$ cat config.mk
export PLATFORM = sky130hd
export DESIGN_NAME = shapes_top
export DESIGN_NICKNAME = d
export VERILOG_FILES = /design/src/shapes_pkg.sv /design/src/draw_line.sv /design/src/draw_triangle_fill.sv /design/src/render_triangles_fill.sv /design/src/shapes_top.sv
export SDC_FILE = /design/constraint.sdc
export NUM_CORES = 2
export LEC_CHECK = 0
export ABC_CLOCK_PERIOD_IN_PS = 11700
export BUFFER_PORTS_ARGS = -buffer_cell sky130_fd_sc_hd__buf_2
export CAP_MARGIN = 10
export CORE_MARGIN = 2
export CORE_UTILIZATION = 50
export CTS_CLUSTER_SIZE = 16
export DETAILED_ROUTE_END_ITERATION = 8
export HOLD_SLACK_MARGIN = 0.12
export PLACE_DENSITY = 0.73
export SYNTH_ARGS = -nofsm -noshare
export SYNTH_HDL_FRONTEND = slang
export SYNTH_SLANG_ARGS = --single-unit
$ cat constraint.sdc
create_clock -name clk -period 11.7 [get_ports clk]
set_clock_uncertainty 0.15 [all_clocks]
set_input_delay 1.17 -clock clk [delete_from_list [all_inputs] [get_ports clk]]
set_output_delay 1.17 -clock clk [all_outputs]
set_load 0.1 [all_outputs]
$ cat src/shapes_pkg.sv
// shared coordinate and colour types, point and triangle structs
// constant scene table of three coloured triangles in 160x90 space
`default_nettype none

package shapes_pkg;
    localparam int CORDW = 16;  // signed coordinate width
    localparam int CIDXW = 2;   // colour index width

    typedef logic signed [CORDW-1:0] coord_t;  // one screen coordinate
    typedef logic [CIDXW-1:0] cidx_t;          // palette index

    typedef struct packed {
        coord_t x;
        coord_t y;
    } point_t;  // vertex or pixel position

    typedef struct packed {
        point_t v0;
        point_t v1;
        point_t v2;
        cidx_t  cidx;  // fill colour
    } triangle_t;

    localparam int SHAPE_CNT = 3;

    // packs plain integers into one scene entry
    function automatic triangle_t make_tri(input int x0, y0, x1, y1, x2, y2, c);
        triangle_t t;
        t.v0 = '{x: coord_t'(x0), y: coord_t'(y0)};
        t.v1 = '{x: coord_t'(x1), y: coord_t'(y1)};
        t.v2 = '{x: coord_t'(x2), y: coord_t'(y2)};
        t.cidx = cidx_t'(c);
        return t;
    endfunction

    localparam triangle_t SCENE [SHAPE_CNT] = '{
        make_tri(30, 10, 140, 40, 80, 82, 3),  // large, spans most of screen
        make_tri(35, 80, 110, 45, 85, 5, 2),   // vertices in reverse y order
        make_tri(11, 18, 31, 75, 49, 48, 1)    // small one on the left
    };
endpackage

`default_nettype wire

$ cat src/draw_line.sv
// Bresenham line engine, all octants
// one point per enabled cycle, done pulse after the end point
`default_nettype none
`timescale 1ns/100ps

module draw_line import shapes_pkg::*; (
    input  wire logic   clk,
    input  wire logic   rst,
    input  wire logic   start,    // latch endpoints and begin
    input  wire logic   oe,       // step enable
    input  wire point_t p0,       // first point
    input  wire point_t p1,       // end point
    output point_t      pix,      // current point
    output logic        drawing,  // pix valid this cycle
    output logic        done      // single cycle, after end point
);
    typedef enum logic {IDLE, DRAW} line_state_t;

    line_state_t state;
    point_t p_end;                        // latched end point
    logic sx, sy;                         // step direction, 1 = increasing
    logic signed [CORDW:0] dx, dy;        // |dx| and -|dy|
    logic signed [CORDW:0] diff_x, diff_y;
    logic signed [CORDW:0] dx_init, dy_init;
    logic signed [CORDW+1:0] err, err_next;  // error term
    logic signed [CORDW+2:0] e2;          // doubled error
    logic step_x, step_y;

    // setup terms straight from the endpoint inputs
    always_comb begin
        diff_x = p1.x - p0.x;
        diff_y = p1.y - p0.y;
        dx_init = (diff_x < 0) ? -diff_x : diff_x;  // abs
        dy_init = (diff_y < 0) ? diff_y : -diff_y;  // negative abs
    end

    always_comb begin
        e2 = (CORDW+3)'(err) <<< 1;
        step_x = (e2 >= dy);  // move along x
        step_y = (e2 <= dx);  // move along y
        err_next = err;
        if (step_x) err_next = err_next + dy;
        if (step_y) err_next = err_next + dx;
    end

    always_ff @(posedge clk) begin
        if (rst) begin
            state <= IDLE;
            done <= 1'b0;
        end else begin
            done <= 1'b0;  // default low, pulse only
            case (state)
                IDLE: begin
                    if (start) begin
                        pix <= p0;
                        p_end <= p1;
                        sx <= (p1.x >= p0.x);
                        sy <= (p1.y >= p0.y);
                        dx <= dx_init;
                        dy <= dy_init;
                        err <= (CORDW+2)'(dx_init) + (CORDW+2)'(dy_init);
                        state <= DRAW;
                    end
                end
                default: begin  // DRAW
                    if (oe) begin
                        if (pix == p_end) begin  // end point emitted this cycle
                            done <= 1'b1;
                            state <= IDLE;
                        end else begin
                            if (step_x) pix.x <= sx ? coord_t'(pix.x + 1) : coord_t'(pix.x - 1);
                            if (step_y) pix.y <= sy ? coord_t'(pix.y + 1) : coord_t'(pix.y - 1);
                            err <= err_next;
                        end
                    end
                end
            endcase
        end
    end

    assign drawing = (state == DRAW) && oe;  // holds while oe low
endmodule

`default_nettype wire

$ cat src/draw_triangle_fill.sv
// filled triangle engine
// sorts vertices by y, walks long and short edges per row, emits spans
`default_nettype none
`timescale 1ns/100ps

module draw_triangle_fill import shapes_pkg::*; (
    input  wire logic      clk,
    input  wire logic      rst,
    input  wire logic      start,    // begin a triangle
    input  wire logic      oe,       // output enable, holds all stepping
    input  wire triangle_t tri_in,   // vertices, already scaled
    output point_t         pix,      // span pixel
    output logic           drawing,  // pix valid this cycle
    output logic           done      // single cycle after last span
);
    typedef enum logic [2:0] {
        IDLE, SORT, START_A, START_B, EDGE, SPAN, NEXT_B, FINISHED
    } fill_state_t;

    localparam coord_t X_MAX = coord_t'({1'b0, {(CORDW-1){1'b1}}});
    localparam coord_t X_MIN = coord_t'({1'b1, {(CORDW-1){1'b0}}});

    fill_state_t state;
    point_t va, vb, vc;            // top, middle, bottom after sort
    logic [1:0] sort_cnt;          // compare-swap step
    coord_t y_cur, x_cur;          // current row and span x
    coord_t x_left, x_right;       // span limits on this row
    coord_t lo, hi;                // limits incl. this cycle's edge points
    point_t pix_a, pix_b, b_p0, b_p1;
    logic drawing_a, drawing_b, done_a, done_b;
    logic start_a, start_b, en_a, en_b;
    logic a_busy, b_busy;          // edge line still running
    logic b_half;                  // short edge on second half
    logic a_on_row, b_on_row;      // edge still has points on y_cur

    assign b_p0 = b_half ? vb : va;  // top->mid, then mid->bottom
    assign b_p1 = b_half ? vc : vb;
    assign start_a = (state == START_A);
    assign start_b = (state == START_B) || (state == NEXT_B);

    always_comb begin
        a_on_row = a_busy && !done_a && (pix_a.y == y_cur);
        b_on_row = b_busy && !done_b && (pix_b.y == y_cur);
        en_a = (state == EDGE) && oe && a_on_row;  // one step at a time
        en_b = (state == EDGE) && oe && b_on_row;
        lo = x_left;
        hi = x_right;
        if (drawing_a && pix_a.x < lo) lo = pix_a.x;
        if (drawing_a && pix_a.x > hi) hi = pix_a.x;
        if (drawing_b && pix_b.x < lo) lo = pix_b.x;
        if (drawing_b && pix_b.x > hi) hi = pix_b.x;
    end

    always_ff @(posedge clk) begin
        if (rst) begin
            state <= IDLE;
            a_busy <= 1'b0;
            b_busy <= 1'b0;
            b_half <= 1'b0;
        end else begin
            if (done_a) a_busy <= 1'b0;
            if (done_b) b_busy <= 1'b0;
            case (state)
                IDLE: begin
                    if (start) begin
                        va <= tri_in.v0;
                        vb <= tri_in.v1;
                        vc <= tri_in.v2;
                        sort_cnt <= 2'd0;
                        state <= SORT;
                    end
                end
                SORT: begin  // three compare-swaps, one per cycle
                    sort_cnt <= sort_cnt + 2'd1;
                    case (sort_cnt)
                        2'd0: begin
                            if (va.y > vb.y) begin
                                va <= vb;
                                vb <= va;
                            end
                        end
                        2'd1: begin
                            if (vb.y > vc.y) begin
                                vb <= vc;
                                vc <= vb;
                            end
                        end
                        default: begin
                            if (va.y > vb.y) begin
                                va <= vb;
                                vb <= va;
                            end
                            state <= START_A;
                        end
                    endcase
                end
                START_A: begin  // long edge top to bottom
                    a_busy <= 1'b1;
                    b_half <= 1'b0;
                    y_cur <= va.y;
                    x_left <= X_MAX;
                    x_right <= X_MIN;
                    state <= START_B;
                end
                START_B, NEXT_B: begin
                    b_busy <= 1'b1;
                    state <= EDGE;
                end
                EDGE: begin
                    if (oe) begin
                        x_left <= lo;
                        x_right <= hi;
                        if (!a_on_row && !b_on_row) begin
                            if (!b_half && !(b_busy && !done_b)) begin  // reached middle
                                b_half <= 1'b1;
                                state <= NEXT_B;
                            end else begin
                                x_cur <= lo;
                                state <= SPAN;
                            end
                        end
                    end
                end
                SPAN: begin
                    if (oe) begin
                        if (x_cur == x_right) begin
                            if (y_cur == vc.y) begin  // bottom row done
                                state <= FINISHED;
                            end else begin
                                y_cur <= coord_t'(y_cur + 1);
                                x_left <= X_MAX;
                                x_right <= X_MIN;
                                state <= EDGE;
                            end
                        end else begin
                            x_cur <= coord_t'(x_cur + 1);
                        end
                    end
                end
                default: state <= IDLE;  // FINISHED
            endcase
        end
    end

    draw_line edge_a_i (
        .clk, .rst, .start(start_a), .oe(en_a), .p0(va), .p1(vc),
        .pix(pix_a), .drawing(drawing_a), .done(done_a)
    );

    draw_line edge_b_i (
        .clk, .rst, .start(start_b), .oe(en_b), .p0(b_p0), .p1(b_p1),
        .pix(pix_b), .drawing(drawing_b), .done(done_b)
    );

    assign pix = '{x: x_cur, y: y_cur};
    assign drawing = (state == SPAN) && oe;
    assign done = (state == FINISHED);
endmodule

`default_nettype wire

$ cat src/render_triangles_fill.sv
// scene sequencer, steps through the shape table
// scales each triangle and hands it to the fill engine
`default_nettype none
`timescale 1ns/100ps

module render_triangles_fill import shapes_pkg::*; #(
    parameter int SCALE = 1  // 1 = 160x90, 2 = 320x180, 4 = 640x360
) (
    input  wire logic clk,
    input  wire logic rst,
    input  wire logic oe,       // output enable
    input  wire logic start,    // start the scene
    output point_t    pix,      // pixel position
    output cidx_t     cidx,     // colour of current triangle
    output logic      drawing,  // pix valid this cycle
    output logic      done      // scene finished, held until rst
);
    typedef enum logic [1:0] {IDLE, LOAD, DRAW, FINISHED} seq_state_t;

    seq_state_t state;
    logic [$clog2(SHAPE_CNT)-1:0] shape_idx;  // current table entry
    triangle_t tri_cur;   // scaled triangle for the fill engine
    logic fill_start;     // single-cycle pulse
    logic fill_done;

    function automatic point_t scale_pt(input point_t p);
        return '{x: coord_t'(p.x * SCALE), y: coord_t'(p.y * SCALE)};
    endfunction

    always_ff @(posedge clk) begin
        if (rst) begin
            state <= IDLE;
            shape_idx <= '0;
            fill_start <= 1'b0;
        end else begin
            fill_start <= 1'b0;
            case (state)
                IDLE: begin
                    shape_idx <= '0;
                    if (start) state <= LOAD;
                end
                LOAD: begin  // fetch and scale the entry
                    tri_cur.v0 <= scale_pt(SCENE[shape_idx].v0);
                    tri_cur.v1 <= scale_pt(SCENE[shape_idx].v1);
                    tri_cur.v2 <= scale_pt(SCENE[shape_idx].v2);
                    tri_cur.cidx <= SCENE[shape_idx].cidx;
                    fill_start <= 1'b1;
                    state <= DRAW;
                end
                DRAW: begin
                    if (fill_done) begin
                        if (shape_idx == SHAPE_CNT - 1) begin
                            state <= FINISHED;
                        end else begin
                            shape_idx <= shape_idx + 1'b1;
                            state <= LOAD;
                        end
                    end
                end
                default: state <= FINISHED;  // stays until rst
            endcase
        end
    end

    draw_triangle_fill fill_i (
        .clk, .rst, .start(fill_start), .oe, .tri_in(tri_cur),
        .pix, .drawing, .done(fill_done)
    );

    assign cidx = tri_cur.cidx;  // registered colour of the loaded entry
    assign done = (state == FINISHED);
endmodule

`default_nettype wire

$ cat src/shapes_top.sv
// top level, connects the scene sequencer to the pixel port
`default_nettype none
`timescale 1ns/100ps

module shapes_top import shapes_pkg::*; #(
    parameter int SCALE = 1  // drawing scale factor
) (
    input  wire logic clk,
    input  wire logic rst,
    input  wire logic oe,       // output enable
    input  wire logic start,    // start pulse
    output point_t    pix,      // current pixel
    output cidx_t     cidx,     // pixel colour
    output logic      drawing,  // pixel valid
    output logic      done      // scene complete
);
    render_triangles_fill #(
        .SCALE(SCALE)
    ) render_i (
        .clk,
        .rst,
        .oe,
        .start,
        .pix,
        .cidx,
        .drawing,
        .done
    );
endmodule

`default_nettype wire

==> results.yml <==
cts:
  cts_max_level: 2
  holdBufCountCts: 0
  postCtsResizedCells: 0
  cts.sink_count: 420
  root_buffer: "sky130_fd_sc_hd__clkbuf_16"
  clk_latency_ps: 610
  post-cts-setup-buffers: 0
  cts_inserted_buffers: 47
  worst_setup_hold_path_clk_slew_ps: 60
  cts_tree: "built"
  clock_path_buffers: 3
critical_path:
  setup.worst_path.class: "flip-flop to flip-flop"
  crit_arrival_ps: 7540
  critical_path.max_fanout: 83
  timing.critical_path.from: "render_i.fill_i.b_half$_SDFFE_PP0P_"
  r2r-start: "render_i.fill_i.b_half$_SDFFE_PP0P_"
  crit_required_ps: 11860
  crit_path_end_kind: "flip-flop"
  critical_path.startpoint_type: "flip-flop"
global_routing:
  grt_start_max_net_pins: 84
  number_of_antenna_violations_at_the_first_check_in_global_routing: 3
  grt_util_all_layers: 0.291
  global_route.overflow_total: 0
  grt_first_pass_wirelength_um: 159000
  grt_pass1_vias: 27000
logic_synthesis:
  ys_warn_count: 0
  synth_flop_type: "sky130_fd_sc_hd__edfxtp_1"
  synth_edf_count: 405
  netlist_instances: 3642
  synthDistinctLibCells: 87
  syn_area_per_cell_sq_um: 9.57
  yosysSeqAreaShare: 0.357
  mappedNetlistNets: 4063
  netlist_area_sq_mm: 0.0349
  synth.ff_latch_count: 420
  synthArstFlopShare: 0
timing:
  timing.final.crit_share: 0.630
  finalHoldViolCount: 0
  timing.slew.headroom: 0.195
  setup_ws_ps: 4320
  timing_max_transition_violations_final: 0
  grt_setup_unrepaired: "no"
  clock_period_minus_worst_slack_ps: 7380
  timing.final.setup_violations: 0
  setup_total_negative_slack_ps: 0
  max_slew.worst_pin.slew_ps: 1210
  fmax_mhz: 136
routing:
  wl_per_cell_um: 22.8
  routed_via_density: 6.13
  first_pass_iters: 6
  dr_wl_met3_um: 9480
  topRoutingLayerUsed: "met5"
  routedLengthMet1_um: 44200
  met2WireLength_um: 47000
  final_antenna_net_count: 0
  wirelength_um: 105000
  dr.first_iter.drc_count: 3139
  detailroute.via_count: 28400
  detail_route.drc_violations: 0
floorplanning:
  die_height_um: 268
  std_cell_rows: 96
  ioPinCount: 40
  fp.dieArea_sq_mm: 0.0719
  fp.coreArea_sq_mm: 0.0688
  die_width_um: 268
  initial_utilization: 0.507
placed_design:
  dp_hpwl_um: 81900
  place_worst_setup_slack_ps: 4390
  gp_congestion: 0.983
  port-buffer-count: 39
hold_path:
  min-delay-path-class: "flip-flop to flip-flop"
  worst_hold_startpoint: "render_i.fill_i.b_half$_SDFFE_PP0P_"
final_layout:
  final_core_utilization: 0.548
  finish.net_count: 4084
  layout-drive-gt1-share: 0.0681
  layout.filler_cells: 6065
  layout-area-overhead-vs-synth_pct: 8.14
power:
  total_switching_power_mw: 4.33
  share_clk_of_total_power: 0.157
  internal-power_mw: 5.34
  sw_frac_of_total: 0.448
  peakVddDrop_uv: 169
  power.static_leakage_nw: 15.3
  powerDensity_mw_per_mm2: 256
  combinationalPowerShare: 0.592
  seq_power_share: 0.251
status:
  outcome: "completed"
job:
  max_cap_viols: 0
==> cell type report <==
cell class	count	area (sq um)	area share
inverters	298	1120	0.0297
diodes	3	7.51	0.000199
flip-flops and latches	420	12500	0.331
multi-input cells	2824	21000	0.556
well taps	931	1160	0.0309
clock inverters	27	318	0.00843
repair buffers	72	443	0.0117
clock buffers	58	1220	0.0323
==> synthesized netlist by cell type, types with 7 or more instances <==
cell                        number  area [sq um]
sky130_fd_sc_hd__edfxtp_1      405         12200
sky130_fd_sc_hd__ha_1          403          5040
sky130_fd_sc_hd__inv_1         298          1120
sky130_fd_sc_hd__nor2_1        276          1040
sky130_fd_sc_hd__xnor2_1       251          2200
sky130_fd_sc_hd__a21oi_1       250          1250
sky130_fd_sc_hd__nand2_1       246           923
sky130_fd_sc_hd__o21ai_0       195           976
sky130_fd_sc_hd__xor2_1        127          1110
sky130_fd_sc_hd__mux2i_1       119          1190
sky130_fd_sc_hd__a21o_1         97           728
sky130_fd_sc_hd__clkbuf_1       77           289
sky130_fd_sc_hd__nand4_1        77           482
sky130_fd_sc_hd__nor3_1         73           365
sky130_fd_sc_hd__nand3_1        64           320
sky130_fd_sc_hd__mux2_2         58           653
sky130_fd_sc_hd__a211oi_1       52           390
sky130_fd_sc_hd__o21a_1         52           390
sky130_fd_sc_hd__and3_1         47           294
sky130_fd_sc_hd__nor2b_1        46           288
sky130_fd_sc_hd__o21bai_1       39           293
sky130_fd_sc_hd__nand2b_1       34           213
sky130_fd_sc_hd__nor4_1         26           163
sky130_fd_sc_hd__or3_1          22           138
sky130_fd_sc_hd__a31oi_1        19           119
sky130_fd_sc_hd__buf_1          16          60.1
sky130_fd_sc_hd__dfxtp_1        15           300
sky130_fd_sc_hd__o31ai_1        15           113
sky130_fd_sc_hd__fa_1           14           280
sky130_fd_sc_hd__or2_2          13          81.3
sky130_fd_sc_hd__a2111oi_0      11          96.3
sky130_fd_sc_hd__o22ai_1        11          68.8
sky130_fd_sc_hd__o31a_1         11          96.3
sky130_fd_sc_hd__o211ai_1       10          75.1
sky130_fd_sc_hd__o41ai_1        10          87.6
sky130_fd_sc_hd__a211o_1         9          78.8
sky130_fd_sc_hd__a31o_2          9          78.8
sky130_fd_sc_hd__a41oi_1         9          78.8
sky130_fd_sc_hd__nor3b_1         9          67.6
sky130_fd_sc_hd__and2_1          8          50.1
sky130_fd_sc_hd__or4_1           8          60.1
sky130_fd_sc_hd__nand3b_1        7          52.6
==> flip-flops by register name (all words and copies together) (netlist names), 18 cells and up <==
name and flops:
render_i.fill_i.edge_a_i.err 18, render_i.fill_i.edge_a_i.p_end 32, render_i.fill_i.edge_a_i.pix 32, render_i.fill_i.edge_b_i.err 18, render_i.fill_i.edge_b_i.p_end 32, render_i.fill_i.edge_b_i.pix 32
render_i.fill_i.va 32, render_i.fill_i.vb 32, render_i.fill_i.vc 32
==> worst paths after layout <==
check                                                                   to  slack (ps)  depth (start not counted)
worst max-delay path            render_i.fill_i.edge_b_i.err[16]$_DFFE_PP_        4320                         23
worst max register to register  render_i.fill_i.edge_b_i.err[16]$_DFFE_PP_        4320                         23
worst min-delay path                   render_i.fill_i.b_half$_SDFFE_PP0P_         370                          2
worst min register to register         render_i.fill_i.b_half$_SDFFE_PP0P_         370                          2
==> stage by stage <==
| step | cells | hold slack [ps] | total power, mW | area, sq um |
|---|---|---|---|---|
| final | 4633 | 373 | 9.67 | 37700 |
| after global routing | 4630 | 398 | 10.3 | 37700 |
| after CTS | 4630 | 368 | 9.59 | 37700 |
| after detailed placement | 4545 | 355 | 8.05 | 36200 |
| after global placement | 4545 | 359 | 7.93 | 36200 |
| after floorplan | 3642 | 323 | 6.63 | 34900 |
==> kinds of logic after synthesis <==
group           count (synthesis)  share of synthesized area
simple gates                  976                      0.135
compound gates                871                      0.161
flops                         420                      0.357
fa+ha+maj                     419                      0.153
buf+inv                       398                     0.0433
xor+xnor                      381                     0.0964
mux                           177                     0.0529
==> power by group through the flow <==
| stage | clock network [mW] | registers, mW | logic, mW |
|---|---|---|---|
| 6_report | 1.52 | 2.43 | 5.72 |
| 5_1_grt | 1.59 | 2.43 | 6.32 |
| 4_1_cts | 1.53 | 2.41 | 5.65 |
| 3_5_place_dp | 0 | 2.44 | 5.61 |
| 3_3_place_gp | 0 | 2.44 | 5.49 |
| 2_1_floorplan | 0 | 2.31 | 4.32 |
==> critical path: stages (launching register included) <==
cell                        delay (ps)
sky130_fd_sc_hd__dfxtp_4           340
sky130_fd_sc_hd__buf_4             800
sky130_fd_sc_hd__mux2i_1           370
sky130_fd_sc_hd__ha_1              210
sky130_fd_sc_hd__inv_1              60
sky130_fd_sc_hd__fa_1              430
sky130_fd_sc_hd__a211oi_2          320
sky130_fd_sc_hd__o21ai_1           170
sky130_fd_sc_hd__nand3b_1          130
sky130_fd_sc_hd__a21oi_1            90
sky130_fd_sc_hd__o2bb2ai_1         580
sky130_fd_sc_hd__o21ai_0           340
sky130_fd_sc_hd__fa_1              490
sky130_fd_sc_hd__a21o_1            200
sky130_fd_sc_hd__a21oi_1           220
sky130_fd_sc_hd__o21bai_1           90
sky130_fd_sc_hd__a21oi_1           230
sky130_fd_sc_hd__o21ai_0           220
sky130_fd_sc_hd__a211o_1           330
sky130_fd_sc_hd__a31o_2            250
sky130_fd_sc_hd__maj3_2            340
sky130_fd_sc_hd__a2111oi_2         400
sky130_fd_sc_hd__or4_1             180
sky130_fd_sc_hd__nand4_1           100
==> layout by cell type, fill, tap and decap left out, types with 39 or more instances in the layout <==
master and instances:
sky130_fd_sc_hd__edfxtp_1 405, sky130_fd_sc_hd__ha_1 402, sky130_fd_sc_hd__inv_1 297, sky130_fd_sc_hd__nor2_1 276, sky130_fd_sc_hd__xnor2_1 251, sky130_fd_sc_hd__a21oi_1 248
sky130_fd_sc_hd__nand2_1 246, sky130_fd_sc_hd__o21ai_0 195, sky130_fd_sc_hd__xor2_1 127, sky130_fd_sc_hd__mux2i_1 119, sky130_fd_sc_hd__a21o_1 97, sky130_fd_sc_hd__nand4_1 77
sky130_fd_sc_hd__nor3_1 71, sky130_fd_sc_hd__nand3_1 64, sky130_fd_sc_hd__mux2_2 58, sky130_fd_sc_hd__o21a_1 52, sky130_fd_sc_hd__a211oi_1 52, sky130_fd_sc_hd__and3_1 47
sky130_fd_sc_hd__clkbuf_16 47, sky130_fd_sc_hd__nor2b_1 46, sky130_fd_sc_hd__o21bai_1 39, sky130_fd_sc_hd__buf_2 39
==> layer usage <==
metal / track usage / up-vias
met5: 0 / -
met4: 0.113 / 2
met3: 0.0536 / 238
met2: 0.466 / 1235
met1: 0.392 / 13500
li1: - / 13400
Note: power is estimated with default switching activity, not from simulation.
